## config.mk

```make
export PLATFORM = sky130hd
export DESIGN_NAME = decode_assembler
export DESIGN_NICKNAME = d
export VERILOG_FILES = /design/src/logic/rv64_decode_pkg.sv /design/src/logic/decode_assembler.sv
export SDC_FILE = /design/constraint.sdc
export NUM_CORES = 1
export LEC_CHECK = 0
export BUFFER_PORTS_ARGS = -buffer_cell sky130_fd_sc_hd__buf_2
export CORE_AREA = 2 2 192 194
export DETAILED_ROUTE_END_ITERATION = 6
export DIE_AREA = 0 0 194 196
export GPL_TIMING_DRIVEN = 0
export PLACE_DENSITY = 0.48
export SLEW_MARGIN = 0
export SYNTH_ARGS = -nofsm -noshare
export SYNTH_HDL_FRONTEND = slang
export SYNTH_SLANG_ARGS = --single-unit
```

## constraint.sdc

```tcl
create_clock -name clk_i -period 1.55 [get_ports clk_i]
set_clock_uncertainty 0.15 [all_clocks]
set_input_delay 0.155 -clock clk_i [delete_from_list [all_inputs] [get_ports clk_i]]
set_output_delay 0.155 -clock clk_i [all_outputs]
set_load 0.05 [all_outputs]
```

## src/logic/rv64_decode_pkg.sv

```systemverilog
package rv64_decode_pkg;

  localparam int XLEN      = 64;
  localparam int ILEN      = 32;
  localparam int NUM_FUNCS = 67;

  ////////////////////////////////////////
  // Function enumeration
  ////////////////////////////////////////

  // Order is the bit position in func_vec_t
  typedef enum int {
    AUIPC, LUI, JAL, JALR,
    BEQ, BNE, BLT, BGE, BLTU, BGEU,
    LB, LH, LW, LBU, LHU,
    SB, SH, SW,
    ADDI, SLTI, SLTIU, XORI, ORI, ANDI,
    SLLI, SRLI, SRAI,
    ADD, SUB, SLL, SLT, SLTU, XOR, SRL, SRA, OR, AND,
    FENCE, FENCE_TSO, PAUSE, ECALL, EBREAK,
    LWU, LD, SD,
    ADDIW, SLLIW, SRLIW, SRAIW,
    ADDW, SUBW, SLLW, SRLW, SRAW,
    MUL, MULH, MULHSU, MULHU, DIV, DIVU, REM, REMU,
    MULW, DIVW, DIVUW, REMW, REMUW
  } func_e;

  typedef logic [NUM_FUNCS-1:0] func_vec_t;
  typedef logic [4:0]           reg_idx_t;
  typedef logic [31:0]          reg_req_t;
  typedef logic [XLEN-1:0]      xlen_t;

  ////////////////////////////////////////
  // Match table
  ////////////////////////////////////////

  localparam logic [ILEN-1:0] MSK_OP  = 32'h0000007F;  // opcode
  localparam logic [ILEN-1:0] MSK_F3  = 32'h0000707F;  // + funct3
  localparam logic [ILEN-1:0] MSK_F6  = 32'hFC00707F;  // + funct6 for 64 bit shifts
  localparam logic [ILEN-1:0] MSK_F7  = 32'hFE00707F;  // + funct7
  localparam logic [ILEN-1:0] MSK_ALL = 32'hFFFFFFFF;

  localparam logic [ILEN-1:0] FUNC_MASK [NUM_FUNCS] = '{
    MSK_OP, MSK_OP, MSK_OP, MSK_F3,
    MSK_F3, MSK_F3, MSK_F3, MSK_F3, MSK_F3, MSK_F3,
    MSK_F3, MSK_F3, MSK_F3, MSK_F3, MSK_F3,
    MSK_F3, MSK_F3, MSK_F3,
    MSK_F3, MSK_F3, MSK_F3, MSK_F3, MSK_F3, MSK_F3,
    MSK_F6, MSK_F6, MSK_F6,
    MSK_F7, MSK_F7, MSK_F7, MSK_F7, MSK_F7, MSK_F7, MSK_F7, MSK_F7, MSK_F7, MSK_F7,
    MSK_F3, MSK_ALL, MSK_ALL, MSK_ALL, MSK_ALL,
    MSK_F3, MSK_F3, MSK_F3,
    MSK_F3, MSK_F7, MSK_F7, MSK_F7,
    MSK_F7, MSK_F7, MSK_F7, MSK_F7, MSK_F7,
    MSK_F7, MSK_F7, MSK_F7, MSK_F7, MSK_F7, MSK_F7, MSK_F7, MSK_F7,
    MSK_F7, MSK_F7, MSK_F7, MSK_F7, MSK_F7
  };

  localparam logic [ILEN-1:0] FUNC_MATCH [NUM_FUNCS] = '{
    32'h00000017, 32'h00000037, 32'h0000006F, 32'h00000067,
    32'h00000063, 32'h00001063, 32'h00004063, 32'h00005063, 32'h00006063, 32'h00007063,
    32'h00000003, 32'h00001003, 32'h00002003, 32'h00004003, 32'h00005003,
    32'h00000023, 32'h00001023, 32'h00002023,
    32'h00000013, 32'h00002013, 32'h00003013, 32'h00004013, 32'h00006013, 32'h00007013,
    32'h00001013, 32'h00005013, 32'h40005013,
    32'h00000033, 32'h40000033, 32'h00001033, 32'h00002033, 32'h00003033,
    32'h00004033, 32'h00005033, 32'h40005033, 32'h00006033, 32'h00007033,
    32'h0000000F, 32'h8330000F, 32'h0100000F, 32'h00000073, 32'h00100073,
    32'h00006003, 32'h00003003, 32'h00003023,
    32'h0000001B, 32'h0000101B, 32'h0000501B, 32'h4000501B,
    32'h0000003B, 32'h4000003B, 32'h0000103B, 32'h0000503B, 32'h4000503B,
    32'h02000033, 32'h02001033, 32'h02002033, 32'h02003033,
    32'h02004033, 32'h02005033, 32'h02006033, 32'h02007033,
    32'h0200003B, 32'h0200403B, 32'h0200503B, 32'h0200603B, 32'h0200703B
  };

  ////////////////////////////////////////
  // Function groups
  ////////////////////////////////////////

  // Bits lo..hi of the enumeration order
  function automatic func_vec_t func_range(func_e lo, func_e hi);
    func_vec_t v;
    v = '0;
    for (int i = int'(lo); i <= int'(hi); i++) v[i] = 1'b1;
    return v;
  endfunction

  function automatic func_vec_t func_bit(func_e f);
    return func_range(f, f);
  endfunction

  // FENCE is counted as an rd writer and rs1 reader
  localparam func_vec_t XRD_FUNCS = func_range(AUIPC, JALR) | func_range(LB, LHU)
      | func_range(ADDI, AND) | func_bit(FENCE) | func_range(LWU, LD)
      | func_range(ADDIW, REMUW);
  localparam func_vec_t XRS1_FUNCS = func_range(JALR, AND) | func_bit(FENCE)
      | func_range(LWU, REMUW);
  localparam func_vec_t XRS2_FUNCS = func_range(BEQ, BGEU) | func_range(SB, SW)
      | func_range(ADD, AND) | func_bit(SD) | func_range(ADDW, REMUW);

  localparam func_vec_t AIMM_FUNCS = func_range(SLLI, SRAI) | func_range(SLLIW, SRAIW);
  localparam func_vec_t BIMM_FUNCS = func_range(BEQ, BGEU);
  localparam func_vec_t IIMM_FUNCS = func_bit(JALR) | func_range(LB, LHU)
      | func_range(ADDI, ANDI) | func_range(FENCE, EBREAK) | func_range(LWU, LD)
      | func_bit(ADDIW);
  localparam func_vec_t JIMM_FUNCS = func_bit(JAL);
  localparam func_vec_t SIMM_FUNCS = func_range(SB, SW) | func_bit(SD);
  localparam func_vec_t UIMM_FUNCS = func_range(AUIPC, LUI);

  localparam func_vec_t BLOCKING_FUNCS = func_range(JAL, BGEU) | func_range(FENCE, FENCE_TSO);

  typedef struct packed {
    logic [ILEN-1:0] code;
    xlen_t           pc;
    func_vec_t       func;
  } match_t;

  typedef struct packed {
    func_vec_t func;
    reg_idx_t  rd;
    reg_idx_t  rs1;
    reg_idx_t  rs2;
    xlen_t     imm;
    xlen_t     pc;
    logic      blocking;
    reg_req_t  reg_req;
  } decoded_instr_t;

endpackage

```

## src/logic/decode_assembler.sv

```systemverilog
module decode_assembler (
  input  logic                           clk_i,
  input  logic                           rst_i,
  input  logic                           valid_i,
  input  rv64_decode_pkg::match_t        match_i,
  input  rv64_decode_pkg::xlen_t         imm_i,
  input  rv64_decode_pkg::reg_idx_t      rd_i,
  input  rv64_decode_pkg::reg_idx_t      rs1_i,
  input  rv64_decode_pkg::reg_idx_t      rs2_i,
  output logic                           valid_o,
  output rv64_decode_pkg::decoded_instr_t cmd_o
);

  import rv64_decode_pkg::*;

  logic           blocking;
  reg_req_t       reg_req;
  decoded_instr_t cmd_d;

  assign blocking = |(match_i.func & BLOCKING_FUNCS);

  // Blocking claims every register; x0 is always flagged
  always_comb begin
    reg_req        = blocking ? '1 : reg_req_t'(1);
    reg_req[rd_i]  = 1'b1;
    reg_req[rs1_i] = 1'b1;
    reg_req[rs2_i] = 1'b1;
  end

  always_comb begin
    cmd_d.func     = match_i.func;
    cmd_d.rd       = rd_i;
    cmd_d.rs1      = rs1_i;
    cmd_d.rs2      = rs2_i;
    cmd_d.imm      = imm_i;
    cmd_d.pc       = match_i.pc;
    cmd_d.blocking = blocking;
    cmd_d.reg_req  = reg_req;
  end

  ////////////////////////////////////////
  // Output register
  ////////////////////////////////////////

  always_ff @(posedge clk_i) begin
    if (rst_i) begin
      valid_o <= 1'b0;
      cmd_o   <= '0;
    end else begin
      valid_o <= valid_i;
      if (valid_i) cmd_o <= cmd_d;  // Hold between strobes
    end
  end

  // Stage 1 carries no strobe in the first cycle out of reset
  a_quiet_after_reset : assert property (
    @(posedge clk_i) $fell(rst_i) |=> !valid_o
  ) else $error("decode_assembler: valid_o right after reset");

endmodule

```

# Word-level counts from Yosys, hierarchy flattened
# Cells that the tools add are included.
[totals] ff_bits=244 elab_cells=29 input_bits=245
[classes] bitwise=3 n_lt_le_gt_ge=6 reduce_logical=4 mux=7
[op_table] operator="bitwise OR 32 bit" n=3
[op_table] operator="2-to-1 mux 32 bit" n=1
[op_table] operator="< comparator 5 x 6 -> 1 bit (second input constant)" n=3
[op_table] operator="demux 1 bit (select 5 bit)" n=3
[op_table] operator=">= comparator 5 x 1 -> 1 bit (second input constant)" n=3
[op_table] operator="OR reduction 10 bit" n=1
[op_table] operator="logical AND 1 bit" n=3
[op_table] operator="2-to-1 mux 1 bit" n=3

# Longest topological paths before layout
# Gate-level depths: netlist of the first run.
[logic_depth] depth_word=7 depth_mapped=5 ltp_nobuf=3

# Least setup slack after synthesis of the first run
# No wires, ideal clock.
[synth_timing] path_kind="input -> register" startpoint="input match_i[2] in the netlist's numbering" endpoint="register cmd_o[16] in the netlist's numbering" path_stages=5 arrival_time_ns=0.930 setup_time_ns=0.138 path_buffers=2 setup_slack_ns=0.332 path_cell_list="nor4b_1 -> and3_1 -> buf_6 -> buf_4 -> a311oi_2"
[synth_via] elab_chain_cells=5
[synth_lines] item="from (decl)" line_no="decode_assembler.sv:5" source="input rv64_decode_pkg::match_t match_i,"
[synth_lines] item="OR reduction 10 bit" line_no="decode_assembler.sv:20" source="assign blocking = |(match_i.func & BLOCKING_FUNCS);"
[synth_lines] item="2-to-1 mux 32 bit" line_no="decode_assembler.sv:24" source="reg_req = blocking ? '1 : reg_req_t'(1);"
[synth_lines] item="bitwise OR 32 bit (no source line) (3 in a row)"
[synth_lines] item="to (signal assigned)" line_no="decode_assembler.sv:51" source="if (valid_i) cmd_o <= cmd_d;"
[synth_lines] item="to (decl)" line_no="decode_assembler.sv:11" source="output rv64_decode_pkg::decoded_instr_t cmd_o"
# Every way passes these cells.
# A chain may end at the register's enable or synchronous reset.

# Worst setup path in the final report of the first run
[layout_timing] startpoint="input match_i[2] in the netlist's numbering" endpoint="register cmd_o[13] in the netlist's numbering"
# Same word-level chain as after synthesis.

==> key figures, run 1 <==
STA
  – Shortest clock period the worst path allows after layout: 1.51 ns
  – Achievable frequency: 0.662 GHz
  – Slew margin rel.: 51.1%
  – Setup repair after global routing missed its margin: no
  – Crit share post-route: 97.4%
  – Total count of hold-check failures in the final report: 0
  – Total setup violations reported at the end of the flow: 0
  – Slew at the pin closest to its max-slew limit: 0.734 ns
  – Max Transition Viols Final: 0
  – Hold WS: 0.0147 ns

Drt
  – Antenna-violating nets left: 0
  – Iteration-0 DRC Markers: 283
  – Total vias in the final route: 9028
  – Via density: 4.30
  – First-pass iteration count of the detailed router: 5
  – Remaining design rule violation count: 0
  – Routed wire length: 33.2 mm
  – Average detailed-routed wire length per instance: 15.8 um

Setup path
  – Critical path class: input port to flip-flop
  – Crit path max fanout: 10
  – Reg2reg setup slack: 0.22 ns
  – Data arrival time at the worst-slack endpoint: 1.76 ns
  – Critical path capture point type: flip-flop
  – Crit start category: input port
  – Data required time at the worst endpoint: 1.80 ns

Synthesis
  – Count of state elements after synthesis: 244
  – Total of warnings raised by yosys: 0
  – Synthesized area: 0.00935 mm2
  – Library cell occupying the most area in the post-synthesis netlist: sky130_fd_sc_hd__dfxtp_1
  – Ranking of synthesized cells by area: sky130_fd_sc_hd__dfxtp_1, sky130_fd_sc_hd__mux2i_1, sky130_fd_sc_hd__nor2_1, sky130_fd_sc_hd__a22oi_1, sky130_fd_sc_hd__buf_4
  – Area share of the largest cell type after synthesis: 52.2%
  – Gate count after technology mapping: 898
  – Portion of the post-synthesis area used by sequential elements: 52.2%
  – Average instance area after synthesis: 10.4 um2
  – Number of nets produced by synthesis: 1143
  – Unique masters post-synth: 29

Power
  – Leak pwr: 7.64 nW
  – P per Cell Area: 1110 mW/mm2
  – Power, Total: 17.1 mW
  – Maximum resistive drop on vdd: 0.807 mV

Clocking
  – Number of buffers inserted to repair setup after CTS: 0
  – Number of buffers between clock root and the deepest sink: 3
  – Buffer cell driving the clock tree root: sky130_fd_sc_hd__clkbuf_16
  – Clock sink count: 244
  – Clock input transition at the sequential cells of the worst setup and hold paths: 0.06 ns
  – Clock latency of the later-clocked register in the worst-skew pair: 0.55 ns
  – TritonCTS clock tree: done
  – Clock buffer count from CTS: 28
  – Max H-tree Level: 1

Flow run
  – Count of max-cap constraint violations: 0

Floorplan
  – Die boundary height: 196 um
  – Die Wd: 194 um
  – Die Outline Area: 0.0380 mm2
  – # rows: 70
  – Core Area: 0.0361 mm2
  – Boundary pin count: 489
  – Initial cell density of the core: 25.9%

Final layout
  – Number of fillers in the final layout: 3575
  – Area Overhead vs Synth: 64.9%
  – Multi-input gate area: 0.00404 mm2
  – Layout cell share with drive strength beyond 1: 34.9%
  – NumNets Final: 1853
  – Storage cell area: 0.00488 mm2
  – Antenna diode count: 0

Global route
  – Global-route congestion overflow total: 0
  – First-pass GRT wire length: 51.8 mm
  – Number of antenna violations at the first check in global routing: 0
  – Overall fraction of global-route tracks in use: 16.8%
  – Pin count of the biggest net entering global routing: 14
  – Vias in the first global route: 9437

Placement
  – DP HPWL: 23.8 mm
  – IO Port Bufs: 455
  – Gpl congestion: 0.750

Min path
  – Hold Path Class: input port to flip-flop

Status
  – Outcome: complete, no violations
metrics by stage:
step	cells	utilization (%)	cell area, um2	setup TNS (ns)	setup slack (ns)
floorplan	898	-	9350	0	0.332
global placement	1821	33.8	12200	-26.18	-0.434
detailed placement	1821	33.8	12200	-28.50	-0.458
CTS	2098	42.7	15400	0	0.0270
global route	2098	42.7	15400	0	0.00542
finish	2098	42.7	15400	0	0.0405
cells in the mapped netlist (all sizes together):
master	count
nor4	1
and2	3
and3b	9
nor3	5
buf	37
nand2	29
a222oi	2
nor4b	1
nor2	247
a22oi	29
and3	4
a211oi	2
nor2b	7
dfxtp	244
a311oi	29
mux2i	210
nor3b	9
clkbuf	30
registers in the layout, summed over array words and instances (netlist names):
name and flops:
cmd_o 243, valid_o 1
what timing repair did:
item	in CTS	in global routing
hold buffers	225	0
hold endpoints to repair	237	0
endpoints found under the setup margin	0	20
resized for setup	0	5
per-layer routing:
layer  wire length, um  track usage (%)
met1             13800             20.0
met2             16500             30.2
met3              2170             3.83
met4               702             4.63
met5                 0                0
where the power goes:
part / internal (mW) / leakage [nW] / switching [mW]
combinational: 1.29 / 5.16 / 2.36
sequential: 6.66 / 2.02 / 0.183
clock: 3.96 / 0.463 / 2.62
total: 11.9 / 7.64 / 5.17
worst max-delay path: stages:
cell,delay (ns)
sky130_fd_sc_hd__dlygate4sd3_1,0.53
sky130_fd_sc_hd__buf_2,0.13
sky130_fd_sc_hd__nor4b_1,0.31
sky130_fd_sc_hd__and3_1,0.25
sky130_fd_sc_hd__buf_6,0.15
sky130_fd_sc_hd__buf_6,0.15
sky130_fd_sc_hd__a311oi_1,0.09
cells by family (layout without fill, tap and decap cells):
| kind of cell | after synthesis | after routing | share of synthesized area (%) |
|---|---|---|---|
| and+or+nand+nor | 315 | 315 | 14.4 |
| DFF | 244 | 244 | 52.2 |
| muxes | 210 | 210 | 22.5 |
| buffers and inverters | 67 | 799 | 4.63 |
| AOI/OAI and AO/OA | 62 | 62 | 6.22 |
area by class of cell:
cell class	count	area share [%]
plain buffers	67	2.87
repair buffers	680	29.4
flip-flops and latches	244	31.7
multi-input cells	587	26.2
clock inverters	10	0.519
well taps	468	3.80
clock buffers	42	5.54
placed cells by master, fill, tap and decap left out, types with 3 or more instances in the layout:
cell type                       instances
sky130_fd_sc_hd__clkinv_2               7
sky130_fd_sc_hd__nor3_1                 5
sky130_fd_sc_hd__a311oi_2              12
sky130_fd_sc_hd__nor2_1               245
sky130_fd_sc_hd__clkbuf_8              12
sky130_fd_sc_hd__a311oi_1              17
sky130_fd_sc_hd__buf_4                 23
sky130_fd_sc_hd__nand2_1               29
sky130_fd_sc_hd__a22oi_1               29
sky130_fd_sc_hd__clkbuf_1              30
sky130_fd_sc_hd__and3b_1                6
sky130_fd_sc_hd__dfxtp_1              244
sky130_fd_sc_hd__dlygate4sd3_1        225
sky130_fd_sc_hd__mux2i_1              210
sky130_fd_sc_hd__nor3b_2                7
sky130_fd_sc_hd__nor2b_1                7
sky130_fd_sc_hd__clkbuf_16             29
sky130_fd_sc_hd__buf_2                461
sky130_fd_sc_hd__buf_6                  5
sky130_fd_sc_hd__clkbuf_4               3
sky130_fd_sc_hd__and3_1                 3
sky130_fd_sc_hd__and3b_2                3
worst paths after layout:
check,start,end,cells after the start
worst max-delay path,match_i[2],cmd_o[13],7
worst min-delay path,rst_i,cmd_o[209],3
worst max register to register,cmd_o[165],cmd_o[165],3
worst min register to register,cmd_o[0],cmd_o[0],2
No activity file was read; power rests on OpenSTA's default activity.
==> run 2, diff against run 1 <==
--- a/config.mk
+++ b/config.mk
@@ -11,6 +11,8 @@
 export DIE_AREA = 0 0 194 196
 export GPL_TIMING_DRIVEN = 0
 export PLACE_DENSITY = 0.48
+export REMOVE_ABC_BUFFERS = 1
+export SKIP_CTS_REPAIR_TIMING = 1
 export SLEW_MARGIN = 0
 export SYNTH_ARGS = -nofsm -noshare
 export SYNTH_HDL_FRONTEND = slang
==> key figures, run 2 (synthesis results as in run 1) <==
Final layout
  – Filler-free cell count of the finished design: 2133
  – Largest registers: cmd_o (243), valid_o (1)
  – NumNets Final: 1888
  – Core occupancy in the finished layout: 44.8%
  – Number of fillers in the final layout: 3410
  – Register with the highest flop count: cmd_o
  – Max reg flops: 243
  – Commonest cells after routing, fill and taps aside: sky130_fd_sc_hd__buf_2, sky130_fd_sc_hd__dlygate4sd3_1, sky130_fd_sc_hd__nor2_1, sky130_fd_sc_hd__dfxtp_1, sky130_fd_sc_hd__mux2i_1
  – Area Overhead vs Synth: 72.9%
  – Most common cell after layout, fill and taps aside: sky130_fd_sc_hd__buf_2
  – Antenna diode count: 0
  – Layout cell share with drive strength beyond 1: 32.4%
  – Area of all placed cells without fillers: 0.0162 mm2

Clocking
  – Buffer cell driving the clock tree root: sky130_fd_sc_hd__clkbuf_16
  – Number of buffers between clock root and the deepest sink: 3
  – TritonCTS clock tree: done
  – Clock latency of the later-clocked register in the worst-skew pair: 0.55 ns
  – Clock buffer count from CTS: 30
  – Max H-tree Level: 1
  – Clock sink count: 244
  – Clock input transition at the sequential cells of the worst setup and hold paths: 0.06 ns

Global route
  – Global-route congestion overflow total: 0
  – Pin count of the biggest net entering global routing: 102
  – Vias in the first global route: 7548
  – Overall fraction of global-route tracks in use: 14.1%
  – First-pass GRT wire length: 43.2 mm
  – Number of antenna violations at the first check in global routing: 0

Min path
  – Hold Path Stages: 4
  – Hold Path Class: input port to flip-flop
  – Launch instance of the worst min-delay path: rd_i[0]

STA
  – Total count of hold-check failures in the final report: 8
  – Slew margin rel.: 36.7%
  – Max Transition Viols Final: 0
  – Hold WS: -0.0148 ns
  – Min setup slack post-route: 0.00928 ns
  – Achievable frequency: 0.649 GHz
  – Shortest clock period the worst path allows after layout: 1.54 ns
  – Total setup violations reported at the end of the flow: 0
  – Post-Route Setup TNS: 0 ns
  – Slew at the pin closest to its max-slew limit: 0.947 ns
  – Crit share post-route: 99.4%

Floorplan
  – Die Wd: 194 um
  – Core Area: 0.0361 mm2
  – Boundary pin count: 489
  – Initial cell density of the core: 25.9%
  – Die boundary height: 196 um
  – # rows: 70
  – Die Outline Area: 0.0380 mm2

Setup path
  – FF-to-FF path depth: 3
  – Crit path max fanout: 8
  – Data arrival time at the worst-slack endpoint: 1.80 ns
  – Worst setup startpoint: match_i[2]
  – Data required time at the worst endpoint: 1.81 ns
  – Critical path class: input port to flip-flop
  – Critical path capture point type: flip-flop
  – Crit start category: input port
  – Launching point of the worst reg2reg path: cmd_o[128]

Placement
  – Cell area after placement: 0.0119 mm2
  – # placed instances: 1759
  – IO Port Bufs: 456
  – Placement Setup Slack: -1.47 ns
  – DP HPWL: 20.2 mm
  – Gpl congestion: 0.753

Power
  – P per Cell Area: 1090 mW/mm2
  – Power, Total: 17.6 mW
  – Maximum resistive drop on vdd: 0.921 mV
  – Leak pwr: 7.89 nW

Status
  – Outcome: finished with violations
  – Violated checks: hold timing

Drt
  – Iteration-0 DRC Markers: 391
  – Remaining design rule violation count: 0
  – Routed wire length: 34.8 mm
  – Total vias in the final route: 9376
  – Via density: 4.40
  – First-pass iteration count of the detailed router: 5
  – Antenna-violating nets left: 0
  – Average detailed-routed wire length per instance: 16.3 um

Flow run
  – Count of max-cap constraint violations: 0
[run 2: worst paths after layout]
check	to	slack [ns]
max	cmd_o[8]	0.009
min	cmd_o[24]	-0.01
max reg2reg	cmd_o[128]	0.17
min reg2reg	cmd_o[0]	0.33
[run 2: worst max-delay path: stages]
cell and delay, ns:
sky130_fd_sc_hd__dlygate4sd3_1 0.55, sky130_fd_sc_hd__buf_2 0.15, sky130_fd_sc_hd__nor4b_4 0.26, sky130_fd_sc_hd__buf_4 0.19
sky130_fd_sc_hd__and3_2 0.36, sky130_fd_sc_hd__a311oi_2 0.15
[run 2: power by group]
| group | internal [mW] | switching (mW) |
|---|---|---|
| combinational | 1.48 | 2.41 |
| sequential | 6.66 | 0.186 |
| clock | 4.17 | 2.73 |
| total | 12.3 | 5.33 |
[run 2: routing by layer]
layer,GRT usage (%),up-vias,share of wire [%]
met4,4.80,0,2.6
met5,0,-,0
li1,-,4583,-
met2,23.3,373,49
met1,17.5,4347,41
met3,4.14,73,7.9
[run 2: area by class of cell]
type | instances | area, um2 | area share, %
clock buffers | 42 | 857 | 5.30
well taps | 468 | 586 | 3.62
flip-flops and latches | 244 | 4880 | 30.2
multi-input cells | 590 | 4090 | 25.3
clock inverters | 12 | 124 | 0.766
repair buffers | 777 | 5630 | 34.8
