==> config.mk <==
export PLATFORM = sky130hd
export DESIGN_NAME = operand_select
export DESIGN_NICKNAME = d
export VERILOG_FILES = /design/src/logic/rv64_decode_pkg.sv /design/src/logic/operand_select.sv
export SDC_FILE = /design/constraint.sdc
export NUM_CORES = 1
export LEC_CHECK = 0
export ABC_AREA = 1
export BUFFER_PORTS_ARGS = -buffer_cell sky130_fd_sc_hd__buf_2
export CAP_MARGIN = 25
export CORE_AREA = 2 2 70 72
export DETAILED_ROUTE_END_ITERATION = 16
export DIE_AREA = 0 0 72 74
export SLEW_MARGIN = 20
export SYNTH_ARGS = -nofsm -noshare
export SYNTH_HDL_FRONTEND = slang
export SYNTH_SLANG_ARGS = --single-unit
export TNS_END_PERCENT = 1
==> constraint.sdc <==
create_clock -name vclk -period 0.9
set_input_delay 0.09 -clock vclk [all_inputs]
set_output_delay 0.09 -clock vclk [all_outputs]
set_load 0.005 [all_outputs]
==> src/logic/rv64_decode_pkg.sv <==
package rv64_decode_pkg;

  localparam int XLEN      = 64;
  localparam int ILEN      = 32;
  localparam int NUM_FUNCS = 67;

  ////////////////////////////////////////
  // Function enumeration
  ////////////////////////////////////////

  // Order is the bit position in func_vec_t
  typedef enum int {
    AUIPC, LUI, JAL, JALR,
    BEQ, BNE, BLT, BGE, BLTU, BGEU,
    LB, LH, LW, LBU, LHU,
    SB, SH, SW,
    ADDI, SLTI, SLTIU, XORI, ORI, ANDI,
    SLLI, SRLI, SRAI,
    ADD, SUB, SLL, SLT, SLTU, XOR, SRL, SRA, OR, AND,
    FENCE, FENCE_TSO, PAUSE, ECALL, EBREAK,
    LWU, LD, SD,
    ADDIW, SLLIW, SRLIW, SRAIW,
    ADDW, SUBW, SLLW, SRLW, SRAW,
    MUL, MULH, MULHSU, MULHU, DIV, DIVU, REM, REMU,
    MULW, DIVW, DIVUW, REMW, REMUW
  } func_e;

  typedef logic [NUM_FUNCS-1:0] func_vec_t;
  typedef logic [4:0]           reg_idx_t;
  typedef logic [31:0]          reg_req_t;
  typedef logic [XLEN-1:0]      xlen_t;

  ////////////////////////////////////////
  // Match table
  ////////////////////////////////////////

  localparam logic [ILEN-1:0] MSK_OP  = 32'h0000007F;  // opcode
  localparam logic [ILEN-1:0] MSK_F3  = 32'h0000707F;  // + funct3
  localparam logic [ILEN-1:0] MSK_F6  = 32'hFC00707F;  // + funct6 for 64 bit shifts
  localparam logic [ILEN-1:0] MSK_F7  = 32'hFE00707F;  // + funct7
  localparam logic [ILEN-1:0] MSK_ALL = 32'hFFFFFFFF;

  localparam logic [ILEN-1:0] FUNC_MASK [NUM_FUNCS] = '{
    MSK_OP, MSK_OP, MSK_OP, MSK_F3,
    MSK_F3, MSK_F3, MSK_F3, MSK_F3, MSK_F3, MSK_F3,
    MSK_F3, MSK_F3, MSK_F3, MSK_F3, MSK_F3,
    MSK_F3, MSK_F3, MSK_F3,
    MSK_F3, MSK_F3, MSK_F3, MSK_F3, MSK_F3, MSK_F3,
    MSK_F6, MSK_F6, MSK_F6,
    MSK_F7, MSK_F7, MSK_F7, MSK_F7, MSK_F7, MSK_F7, MSK_F7, MSK_F7, MSK_F7, MSK_F7,
    MSK_F3, MSK_ALL, MSK_ALL, MSK_ALL, MSK_ALL,
    MSK_F3, MSK_F3, MSK_F3,
    MSK_F3, MSK_F7, MSK_F7, MSK_F7,
    MSK_F7, MSK_F7, MSK_F7, MSK_F7, MSK_F7,
    MSK_F7, MSK_F7, MSK_F7, MSK_F7, MSK_F7, MSK_F7, MSK_F7, MSK_F7,
    MSK_F7, MSK_F7, MSK_F7, MSK_F7, MSK_F7
  };

  localparam logic [ILEN-1:0] FUNC_MATCH [NUM_FUNCS] = '{
    32'h00000017, 32'h00000037, 32'h0000006F, 32'h00000067,
    32'h00000063, 32'h00001063, 32'h00004063, 32'h00005063, 32'h00006063, 32'h00007063,
    32'h00000003, 32'h00001003, 32'h00002003, 32'h00004003, 32'h00005003,
    32'h00000023, 32'h00001023, 32'h00002023,
    32'h00000013, 32'h00002013, 32'h00003013, 32'h00004013, 32'h00006013, 32'h00007013,
    32'h00001013, 32'h00005013, 32'h40005013,
    32'h00000033, 32'h40000033, 32'h00001033, 32'h00002033, 32'h00003033,
    32'h00004033, 32'h00005033, 32'h40005033, 32'h00006033, 32'h00007033,
    32'h0000000F, 32'h8330000F, 32'h0100000F, 32'h00000073, 32'h00100073,
    32'h00006003, 32'h00003003, 32'h00003023,
    32'h0000001B, 32'h0000101B, 32'h0000501B, 32'h4000501B,
    32'h0000003B, 32'h4000003B, 32'h0000103B, 32'h0000503B, 32'h4000503B,
    32'h02000033, 32'h02001033, 32'h02002033, 32'h02003033,
    32'h02004033, 32'h02005033, 32'h02006033, 32'h02007033,
    32'h0200003B, 32'h0200403B, 32'h0200503B, 32'h0200603B, 32'h0200703B
  };

  ////////////////////////////////////////
  // Function groups
  ////////////////////////////////////////

  // Bits lo..hi of the enumeration order
  function automatic func_vec_t func_range(func_e lo, func_e hi);
    func_vec_t v;
    v = '0;
    for (int i = int'(lo); i <= int'(hi); i++) v[i] = 1'b1;
    return v;
  endfunction

  function automatic func_vec_t func_bit(func_e f);
    return func_range(f, f);
  endfunction

  // FENCE is counted as an rd writer and rs1 reader
  localparam func_vec_t XRD_FUNCS = func_range(AUIPC, JALR) | func_range(LB, LHU)
      | func_range(ADDI, AND) | func_bit(FENCE) | func_range(LWU, LD)
      | func_range(ADDIW, REMUW);
  localparam func_vec_t XRS1_FUNCS = func_range(JALR, AND) | func_bit(FENCE)
      | func_range(LWU, REMUW);
  localparam func_vec_t XRS2_FUNCS = func_range(BEQ, BGEU) | func_range(SB, SW)
      | func_range(ADD, AND) | func_bit(SD) | func_range(ADDW, REMUW);

  localparam func_vec_t AIMM_FUNCS = func_range(SLLI, SRAI) | func_range(SLLIW, SRAIW);
  localparam func_vec_t BIMM_FUNCS = func_range(BEQ, BGEU);
  localparam func_vec_t IIMM_FUNCS = func_bit(JALR) | func_range(LB, LHU)
      | func_range(ADDI, ANDI) | func_range(FENCE, EBREAK) | func_range(LWU, LD)
      | func_bit(ADDIW);
  localparam func_vec_t JIMM_FUNCS = func_bit(JAL);
  localparam func_vec_t SIMM_FUNCS = func_range(SB, SW) | func_bit(SD);
  localparam func_vec_t UIMM_FUNCS = func_range(AUIPC, LUI);

  localparam func_vec_t BLOCKING_FUNCS = func_range(JAL, BGEU) | func_range(FENCE, FENCE_TSO);

  typedef struct packed {
    logic [ILEN-1:0] code;
    xlen_t           pc;
    func_vec_t       func;
  } match_t;

  typedef struct packed {
    func_vec_t func;
    reg_idx_t  rd;
    reg_idx_t  rs1;
    reg_idx_t  rs2;
    xlen_t     imm;
    xlen_t     pc;
    logic      blocking;
    reg_req_t  reg_req;
  } decoded_instr_t;

endpackage

==> src/logic/operand_select.sv <==
module operand_select (
  input  rv64_decode_pkg::match_t   match_i,
  output rv64_decode_pkg::reg_idx_t rd_o,
  output rv64_decode_pkg::reg_idx_t rs1_o,
  output rv64_decode_pkg::reg_idx_t rs2_o
);

  import rv64_decode_pkg::*;

  reg_idx_t rd_fld;
  reg_idx_t rs1_fld;
  reg_idx_t rs2_fld;
  logic     use_rd;
  logic     use_rs1;
  logic     use_rs2;

  // Raw fields
  assign rd_fld  = match_i.code[11:7];
  assign rs1_fld = match_i.code[19:15];
  assign rs2_fld = match_i.code[24:20];

  assign use_rd  = |(match_i.func & XRD_FUNCS);
  assign use_rs1 = |(match_i.func & XRS1_FUNCS);
  assign use_rs2 = |(match_i.func & XRS2_FUNCS);

  // Unused operands read as x0
  assign rd_o  = use_rd ? rd_fld : '0;
  assign rs1_o = use_rs1 ? rs1_fld : '0;
  assign rs2_o = use_rs2 ? rs2_fld : '0;

endmodule

# Yosys cells after proc, flatten, opt, wreduce, memory -nomap -nowiden
# Cells that the tools add are included.
dict set report classes {
  shift 0
  reduce_logical 3
  n_div 0
  n_mul 0
  n_eq_ne 0
  n_mux 3
  magnitude_cmp 0
  addsub 0
  bitwise 0
}
# op count
set op_table {}
lappend op_table {{OR reduction 60 bit} 1}
lappend op_table {{OR reduction 53 bit} 1}
lappend op_table {{OR reduction 38 bit} 1}
lappend op_table {{2-to-1 mux 5 bit} 3}
dict set report word_totals {
  ram_bits 0
  output_inout_bits 15
  mem_count 0
  latch_bits 0
  rom_bits 0
  elab_cells 6
  regBits 0
}

# Depth between registers and ports, before layout
# Gate-level depths: netlist of run 1.
dict set report depth {
  ltp_word 2
  mapped_depth 6
  ltp_nobuf 6
}

# Worst setup path after synthesis of run 1
# OpenSTA, ideal clock, no wires.
dict set report synth_path {
  path_kind {input-to-output}
  from {input match_i[35] (netlist bit)}
  to {output rs1_o[0]}
  required_ns 0.810
  path_buffers 0
  slack_ns 0.124
  cell_stages 6
  arrival_time_ns 0.686
  cell_sequence {nor2_1 > nand2_1 > nor2_4 > nand2_4 > nor2_4 > a21oi_1}
}
dict set report synth_via {
  elab_chain_cells 2
}
# element line
set synth_rtl {}
lappend synth_rtl {{start: declaration} operand_select.sv:2} ;# input rv64_decode_pkg::match_t match_i,
lappend synth_rtl {{OR reduction 60 bit} operand_select.sv:23} ;# assign use_rs1 = |(match_i.func & XRS1_FUNCS);
lappend synth_rtl {{2-to-1 mux 5 bit} operand_select.sv:28} ;# assign rs1_o = use_rs1 ? rs1_fld : '0;
lappend synth_rtl {{end: declaration} operand_select.sv:4} ;# output rv64_decode_pkg::reg_idx_t rs1_o,
# No other way between the ends.

# Final worst setup path of run 1
dict set report layout_path {
  from {input match_i[34] (netlist bit)}
  to {output rd_o[2]}
}
dict set report layout_via {
  elab_chain_cells 2
}
# element line
set layout_rtl {}
lappend layout_rtl {{OR reduction 53 bit} operand_select.sv:22} ;# assign use_rd = |(match_i.func & XRD_FUNCS);
lappend layout_rtl {{2-to-1 mux 5 bit} operand_select.sv:27} ;# assign rd_o = use_rd ? rd_fld : '0;
lappend layout_rtl {{end: declaration} operand_select.sv:3} ;# output rv64_decode_pkg::reg_idx_t rd_o,
# No other way between the ends.

==> results of run 1 <==
[power groups by stage]
| stage | clock [W] | sequential, W | combinational [W] |
|---|---|---|---|
| after floorplan | 0 | 0 | 0.0000867 |
| after global placement | 0 | 0 | 0.000292 |
| after detailed placement | 0 | 0 | 0.000294 |
| after CTS | 0 | 0 | 0.000353 |
| after global routing | 0 | 0 | 0.000450 |
| final | 0 | 0 | 0.000407 |
[final cells by class]
| class | instances | area [um^2] | area share (%) |
|---|---|---|---|
| multi-input combinational | 88 | 613 | 47.2 |
| tap | 54 | 67.6 | 5.20 |
| inverter | 14 | 52.6 | 4.05 |
| timing repair buffer | 93 | 566 | 43.5 |
[kinds of logic (layout without fill, tap and decap cells)]
logic type             after synthesis  after routing  share of synthesized area, %
buffers and inverters               14            107                          10.7
AND/OR/NAND/NOR                     78             78                          76.6
AO/OA/AOI/OAI                       10             10                          12.7
[worst paths after layout]
check                   startpoint        to  slack, ns  cells past startpoint
worst min-delay path  match_i[146]  rs1_o[0]       0.46                      4
worst max-delay path   match_i[34]   rd_o[2]      -0.17                      8
[synth_stat cells, drive strengths merged]
master | instances | area [um^2]
inv | 14 | 52.6
nand2 | 23 | 104
nand3 | 1 | 5.00
nand3b | 1 | 11.3
a21oi | 5 | 25.0
a21boi | 5 | 37.5
nor2 | 53 | 256
[per-stage QoR]
step                total power, W  std cells  utilization (%)  setup slack [ns]
floorplan                0.0000867        102                -             0.124
global placement          0.000292        249             22.3            -0.238
detailed placement        0.000294        249             22.3            -0.256
CTS                       0.000353        249             25.4            -0.185
global route              0.000450        249             28.2            -0.278
finish                    0.000407        249             28.2            -0.172
[metal layers]
metal  GRT usage (%)  vias to the layer above  share of wire, %
met5               0                        -                 0
met4           0.629                        0              0.78
met3           0.542                        2               9.7
met2            18.2                       52                58
met1            8.27                      397                31
li1                -                      493                 -
[timing repair]
action,CTS,global route
pin swaps,29,24
hold buffers,0,0
gates resized for setup,33,35
endpoints found under the setup margin,15,15
==> out/metrics.csv, run 1 <==
stage,metric,value,unit
cells_and_area,number of diodes,0,
power,Flop pwr share,0,%
power,Worst VDD drop,0.0897,mV
cells_and_area,area grow syn2layout,164,%
drt,Vias/cell,3.79,
drt,drt pass-1 iters,3,
floorplanning,I/O pins,178,
synthesis,count of different cell masters after synthesis,11,
drt,via count,944,
global_routing,vias in the first global route,917,
worst_setup_path,crit-path cells,"buf_6, nor2_4, nand2_2, nor2_4, nand2_4, nor2_4, a21boi_1, buf_2",
timing,worst slew pin tran,0.180,ns
synthesis,synth warn,0,
worst_setup_path,worst stage delay on the critical path,0.19,ns
drt,Routed Antenna Nets,0,
global_routing,initial antenna violation count,0,
status,status,"finished, violations left",
floorplanning,initial core utilization,10.7,%
timing,Fin Hold WS,0.458,ns
global_routing,largest net degree at the start of global routing,6,
placed_design,placement-stage cell area,1020,um^2
cells_and_area,clock buffers,0,
global_routing,first-pass GRT wire length,3.51,mm
timing,Final WS setup,-0.172,ns
global_routing,grt ovf,0,
cells_and_area,layout cells sized above 1,73.8,%
worst_setup_path,crit path max-delay cell type,nor2_4,
placed_design,GP Congestion,0.697,
hold_path,Worst Hold Class,input pin to output port,
timing,Slew HR,88.0,%
clock_network,postcts setup bufs,0,
worst_setup_path,Crit Path Class,input pin to output port,
global_routing,Tot GR Track Use,8.11,%
timing,Peak Freq,0.933,GHz
floorplanning,total die area,5330,um^2
power,Clk pwr share,0,%
power,switch share,39.5,%
synthesis,Post-Synthesis Cells,102,
synthesis,Mapped Nets,265,
worst_setup_path,WP buf/inv,2,
drt,WL final,2.42,mm
worst_setup_path,Setup crit end kind,output port,
run,Max Cap Viol,0,
cells_and_area,Nets,360,
worst_setup_path,CP max FO,5,
floorplanning,core box area,4600,um^2
timing,unrepaired setup endpoints after global routing,true,
floorplanning,Die W,72,um
floorplanning,chip height,74,um
cells_and_area,"commonest cells after routing, fill and taps aside","77 x buf_2, 22 x nor2_4, 20 x nor2_1",
drt,DRC violations left,0,
drt,DR WL/cell,9.73,um
worst_setup_path,Top delay family on crit path,simple AND/OR/NAND/NOR gates,
cells_and_area,Seq cells,0,
drt,DRT iter0 DRCs,12,
synthesis,average cell area after synthesis,4.82,um^2
cells_and_area,"most common cell after layout, fill and taps aside",buf_2,
cells_and_area,# fillers,535,
cells_and_area,register area,0,um^2
timing,"Slew Viols, Final",0,
power,Sw Pwr,0.000161,W
timing,TNS Setup,-2.36,ns
timing,fin crit period,1.07,ns
power,Int Power,0.000246,W
synthesis,"Cell Area, Synth",492,um^2
worst_setup_path,CP arrival,0.98,ns
status,violated checks,setup timing,
worst_setup_path,crit start category,input pin,
power,leak pwr,0.652,nW
power,Power per Cell Area,313,nW/um^2
timing,final worst-path cycle share,119,%
power,Logic pwr share,100.0,%
synthesis,sequential-to-total area share from yosys stat,0,%
worst_setup_path,"most used cell, CP",nor2_4,
placed_design,I/O Buffers,93,
timing,final hold violation count,0,
placed_design,DP HPWL,2.02,mm
floorplanning,# rows,25,
cells_and_area,final instance area,1300,um^2
worst_setup_path,CP required,0.81,ns
timing,final setup fails,15,
No activity file was read; power rests on OpenSTA's default activity.
==> run 2: changes to the inputs <==
PLACE_DENSITY = 0.59   (was not set)
clock period = 1.07 ns   (was 0.9 ns; I/O delays follow)
==> out/metrics.csv, run 2 (synthesized netlist as in run 1, its figures left out) <==
stage,metric,value,unit
status,status,"finished, violations left",
status,violated checks,setup timing,
worst_setup_path,CP arrival,1.02,ns
timing,"Slew Viols, Final",0,
timing,fin crit period,1.12,ns
global_routing,largest net degree at the start of global routing,6,
global_routing,Tot GR Track Use,7.60,%
worst_setup_path,crit start category,input pin,
placed_design,GP Congestion,0.653,
power,Tot Pwr,0.000333,W
worst_setup_path,CP max FO,5,
drt,DRT iter0 DRCs,11,
drt,drt pass-1 iters,4,
cells_and_area,Seq cells,0,
floorplanning,total die area,5330,um^2
global_routing,Most Crowded Layer GR,met2,
global_routing,GR Util met3,0.407,%
placed_design,I/O Buffers,93,
global_routing,routing usage on met2,16.5,%
placed_design,dpl cells,249,
worst_setup_path,Top delay family on crit path,simple AND/OR/NAND/NOR gates,
worst_setup_path,Crit Path Class,input pin to output port,
power,Logic pwr share,100.0,%
power,Clk pwr share,0,%
drt,WL final,2.37,mm
global_routing,vias in the first global route,883,
power,Worst VDD drop,0.0837,mV
clock_network,postcts setup bufs,0,
hold_path,Hold Path End,rs1_o[4],
hold_path,Worst Min Path Start,match_i[150],
worst_setup_path,crit path max-delay cell type,nor2_4,
worst_setup_path,"most used cell, CP",nor2_4,
worst_setup_path,worst stage delay on the critical path,0.19,ns
drt,Vias/cell,3.78,
power,Int Power,0.000202,W
cells_and_area,clock buffers,0,
cells_and_area,register area,0,um^2
cells_and_area,layout cells sized above 1,75.4,%
timing,final setup fails,9,
timing,Slew HR,85.9,%
floorplanning,chip height,74,um
timing,worst slew pin tran,0.211,ns
global_routing,initial antenna violation count,0,
floorplanning,core box area,4600,um^2
timing,Peak Freq,0.891,GHz
cells_and_area,fin cells,249,
drt,via count,942,
global_routing,GR Util met1,8.03,%
power,switch share,39.3,%
hold_path,Worst Hold Class,input pin to output port,
floorplanning,I/O pins,178,
power,leak pwr,0.648,nW
timing,Final WS setup,-0.0523,ns
floorplanning,# rows,25,
timing,TNS Setup,-0.242,ns
power,Flop pwr share,0,%
cells_and_area,area grow syn2layout,159,%
timing,unrepaired setup endpoints after global routing,true,
floorplanning,initial core utilization,10.7,%
global_routing,first-pass GRT wire length,3.31,mm
drt,DRC violations left,0,
drt,Routed Antenna Nets,0,
worst_setup_path,Setup crit end kind,output port,
worst_setup_path,WP buf/inv,2,
timing,final hold violation count,0,
cells_and_area,"most common cell after layout, fill and taps aside",buf_2,
global_routing,grt ovf,0,
drt,DR WL/cell,9.53,um
worst_setup_path,crit-path cells,"buf_6, nor2_1, nand2_1, nor2_4, nand2_4, nor2_4, a21boi_2, buf_2",
cells_and_area,number of diodes,0,
cells_and_area,Nets,360,
cells_and_area,"commonest cells after routing, fill and taps aside","79 x buf_2, 18 x nor2_4, 18 x nor2_1",
placed_design,DP HPWL,1.97,mm
floorplanning,Die W,72,um
worst_setup_path,CP required,0.96,ns
timing,Fin Hold WS,0.488,ns
power,Power per Cell Area,262,nW/um^2
hold_path,WHS Path Cells,4,
run,Max Cap Viol,0,
timing,final worst-path cycle share,105,%
clock_network,Hold Buf Count CTS,0,
power,Sw Pwr,0.000131,W
run 2: changes by cell type in the layout (fill, tap and decap cells not counted), moves of 2 or more:
cell,delta
nor2_1,-2
buf_2,+2
buf_6,-2
a21boi_2,+3
nor2_4,-4
a21oi_2,-3
a21oi_1,+3
a21boi_1,-3
nor2_2,+6
run 2: metrics by stage:
step,setup WS (ns),utilization (%),cell area [um^2]
after CTS,-0.0510,24.5,1130
after floorplan,0.260,-,492
after global placement,-0.0973,22.3,1020
after detailed placement,-0.0900,22.3,1020
after global routing,-0.119,27.7,1270
final,-0.0523,27.7,1270
run 2: power groups by stage:
stage               Combinational (W)  Sequential (W)  Clock, W
floorplan                   0.0000729               0         0
global placement             0.000245               0         0
detailed placement           0.000247               0         0
CTS                          0.000283               0         0
global route                 0.000367               0         0
finish                       0.000333               0         0
run 2: worst max path at each step:
stage,startpoint,endpoint,slack (ns),cells past startpoint
2_1_floorplan,match_i[35],rs1_o[0],0.26,6
6_report,match_i[32],rd_o[0],-0.05,8
5_1_grt,match_i[45],rd_o[4],-0.12,8
3_3_place_gp,match_i[4],rs1_o[0],-0.1,8
3_5_place_dp,match_i[4],rs1_o[3],-0.09,8
4_1_cts,match_i[32],rd_o[2],-0.05,8
run 2: metal layers:
layer,vias up,routed length (um)
met2,55,1310
met4,0,31
met3,4,241
met1,391,786
li1,492,-
met5,-,0
run 2: area by class of cell:
cell class,instances,area (um^2)
Tap cell,54,67.6
Multi-Input combinational cell,88,601
Inverter,14,52.6
Fill cell,527,3320
Timing Repair Buffer,93,553
run 2: what timing repair did:
item,4_1_cts,5_1_grt
gates cloned,0,0
resized for setup,26,39
pin swaps,22,32
endpoints found under the setup margin,15,15
endpoints found under the hold margin,0,0
==> run 3: changes to the inputs <==
ABC_AREA = not set   (was 1)
BUFFER_PORTS_ARGS = -buffer_cell sky130_fd_sc_hd__buf_4   (was -buffer_cell sky130_fd_sc_hd__buf_2)
CORE_AREA = 2 2 69 71   (was 2 2 70 72)
DIE_AREA = 0 0 71 73   (was 0 0 72 74)
GPL_ROUTABILITY_DRIVEN = 0   (was not set)
PLACE_DENSITY = 0.56   (was 0.59)
==> out/metrics.csv, run 3 <==
stage,metric,value,unit
status,status,"finished, violations left",
status,violated checks,setup timing,
timing,Peak Freq,0.702,GHz
timing,Final WS setup,-0.354,ns
timing,fin crit period,1.42,ns
floorplanning,# rows,25,
worst_setup_path,Setup crit end kind,output port,
global_routing,initial antenna violation count,0,
synthesis,"Cell Area, Synth",305,um^2
power,Sw Pwr,0.000116,W
drt,drt pass-1 iters,2,
cells_and_area,register area,0,um^2
worst_setup_path,Crit Path Class,input pin to output port,
power,switch share,30.6,%
global_routing,largest net degree at the start of global routing,11,
synthesis,top-area cell type share of the netlist area,24.6,%
cells_and_area,Seq cells,0,
power,Clk pwr share,0,%
drt,DRT iter0 DRCs,5,
worst_setup_path,crit start category,input pin,
timing,final worst-path cycle share,133,%
synthesis,sequential-to-total area share from yosys stat,0,%
cells_and_area,clock buffers,0,
timing,final setup fails,15,
cells_and_area,"most common cell after layout, fill and taps aside",buf_4,
global_routing,vias in the first global route,712,
floorplanning,I/O pins,178,
drt,via count,747,
synthesis,average cell area after synthesis,7.63,um^2
synthesis,Synth area leaders,"a21boi_1 25%, nor4_1 20%, nor4_2 16%",
power,Flop pwr share,0,%
worst_setup_path,CP required,0.96,ns
clock_network,Hold Buf Count CTS,0,
power,Logic pwr share,100.0,%
synthesis,Synth top cells by count,"10 x a21boi_1, 10 x nor4_1, 5 x nor2b_1",
global_routing,first-pass GRT wire length,3.13,mm
drt,DR WL/cell,11.3,um
drt,Routed Antenna Nets,0,
hold_path,Worst Hold Class,input pin to output port,
hold_path,WHS Path Cells,3,
floorplanning,core box area,4540,um^2
synthesis,Post-Synthesis Cells,40,
cells_and_area,Nets,303,
floorplanning,total die area,5180,um^2
cells_and_area,"commonest cells after routing, fill and taps aside","88 x buf_4, 11 x nor4_4, 10 x a21boi_1",
global_routing,routing usage on met2,14.3,%
timing,unrepaired setup endpoints after global routing,true,
floorplanning,initial core utilization,6.73,%
timing,final hold violation count,0,
timing,Slew HR,78.1,%
hold_path,Hold Path End,rs2_o[3],
floorplanning,chip height,73,um
power,Int Power,0.000263,W
placed_design,post-place setup slack,-0.406,ns
synthesis,"area leader, netlist",a21boi_1,
cells_and_area,layout cells sized above 1,84.1,%
power,Tot Pwr,0.000379,W
global_routing,GR Util met3,1.93,%
cells_and_area,number of diodes,0,
drt,WL final,2.16,mm
synthesis,Mapped Nets,203,
hold_path,Worst Min Path Start,match_i[154],
worst_setup_path,CP max FO,5,
synthesis,synth warn,0,
power,leak pwr,0.610,nW
global_routing,Most Crowded Layer GR,met2,
timing,"Slew Viols, Final",0,
cells_and_area,# fillers,471,
global_routing,Tot GR Track Use,7.19,%
run,Max Cap Viol,0,
cells_and_area,area grow syn2layout,332,%
cells_and_area,final core occ,29.1,%
timing,TNS Setup,-4.39,ns
power,Worst VDD drop,0.0605,mV
drt,Vias/cell,3.89,
global_routing,grt ovf,0,
floorplanning,Die W,71,um
power,Power per Cell Area,287,nW/um^2
drt,DRC violations left,0,
placed_design,I/O Buffers,93,
worst_setup_path,CP arrival,1.32,ns
timing,worst slew pin tran,0.327,ns
synthesis,count of different cell masters after synthesis,12,
global_routing,GR Util met1,8.07,%
-- run 3: what timing repair did --
action | 4_1_cts | 5_1_grt
pin swaps | 15 | 6
resized for setup | 16 | 9
setup endpoints to repair | 15 | 15
buffers inserted | 0 | 1
-- run 3: routing by layer --
metal	routed length, um	up-vias	share of wire [%]
met1	675	336	31
met4	0	0	0
met5	0	-	0
li1	-	365	-
met3	248	0	11
met2	1240	46	57
-- run 3: cell families after synthesis --
group | synth area share, %
simple gates | 75.4
compound gates | 24.6
-- run 3: worst max path at each step --
stage,from,slack (ns),endpoint
finish,match_i[54],-0.35,rd_o[0]
global route,match_i[25],-0.47,rd_o[1]
global placement,match_i[18],-0.42,rd_o[1]
detailed placement,match_i[18],-0.41,rd_o[4]
floorplan,match_i[53],-0.02,rd_o[0]
CTS,match_i[65],-0.38,rd_o[4]
-- run 3: through the flow --
| step | cell area (um^2) | hold slack (ns) | cells |
|---|---|---|---|
| after detailed placement | 1160 | 0.515 | 191 |
| final | 1320 | 0.512 | 192 |
| after floorplan | 355 | 0.330 | 40 |
| after global routing | 1320 | 0.531 | 192 |
| after global placement | 1160 | 0.514 | 191 |
| after CTS | 1250 | 0.515 | 191 |
-- run 3: layout make-up --
cell class                      count  area [um^2]  area share [%]
Multi-Input combinational cell     40          470            35.6
Tap cell                           54         67.6            5.12
Timing Repair Buffer               98          782            59.2
-- run 3: power by group through the flow --
stage	sequential, W	combinational [W]	clock (W)
after global routing	0	0.000407	0
after CTS	0	0.000362	0
after floorplan	0	0.0000484	0
final	0	0.000379	0
after global placement	0	0.000327	0
after detailed placement	0	0.000329	0
-- run 3: worst max-delay path, stage by stage --
cell	delay, ns
buf_4	0.12
nor4_4	0.25
nand3_2	0.18
nor4_4	0.39
a21boi_1	0.12
buf_4	0.15
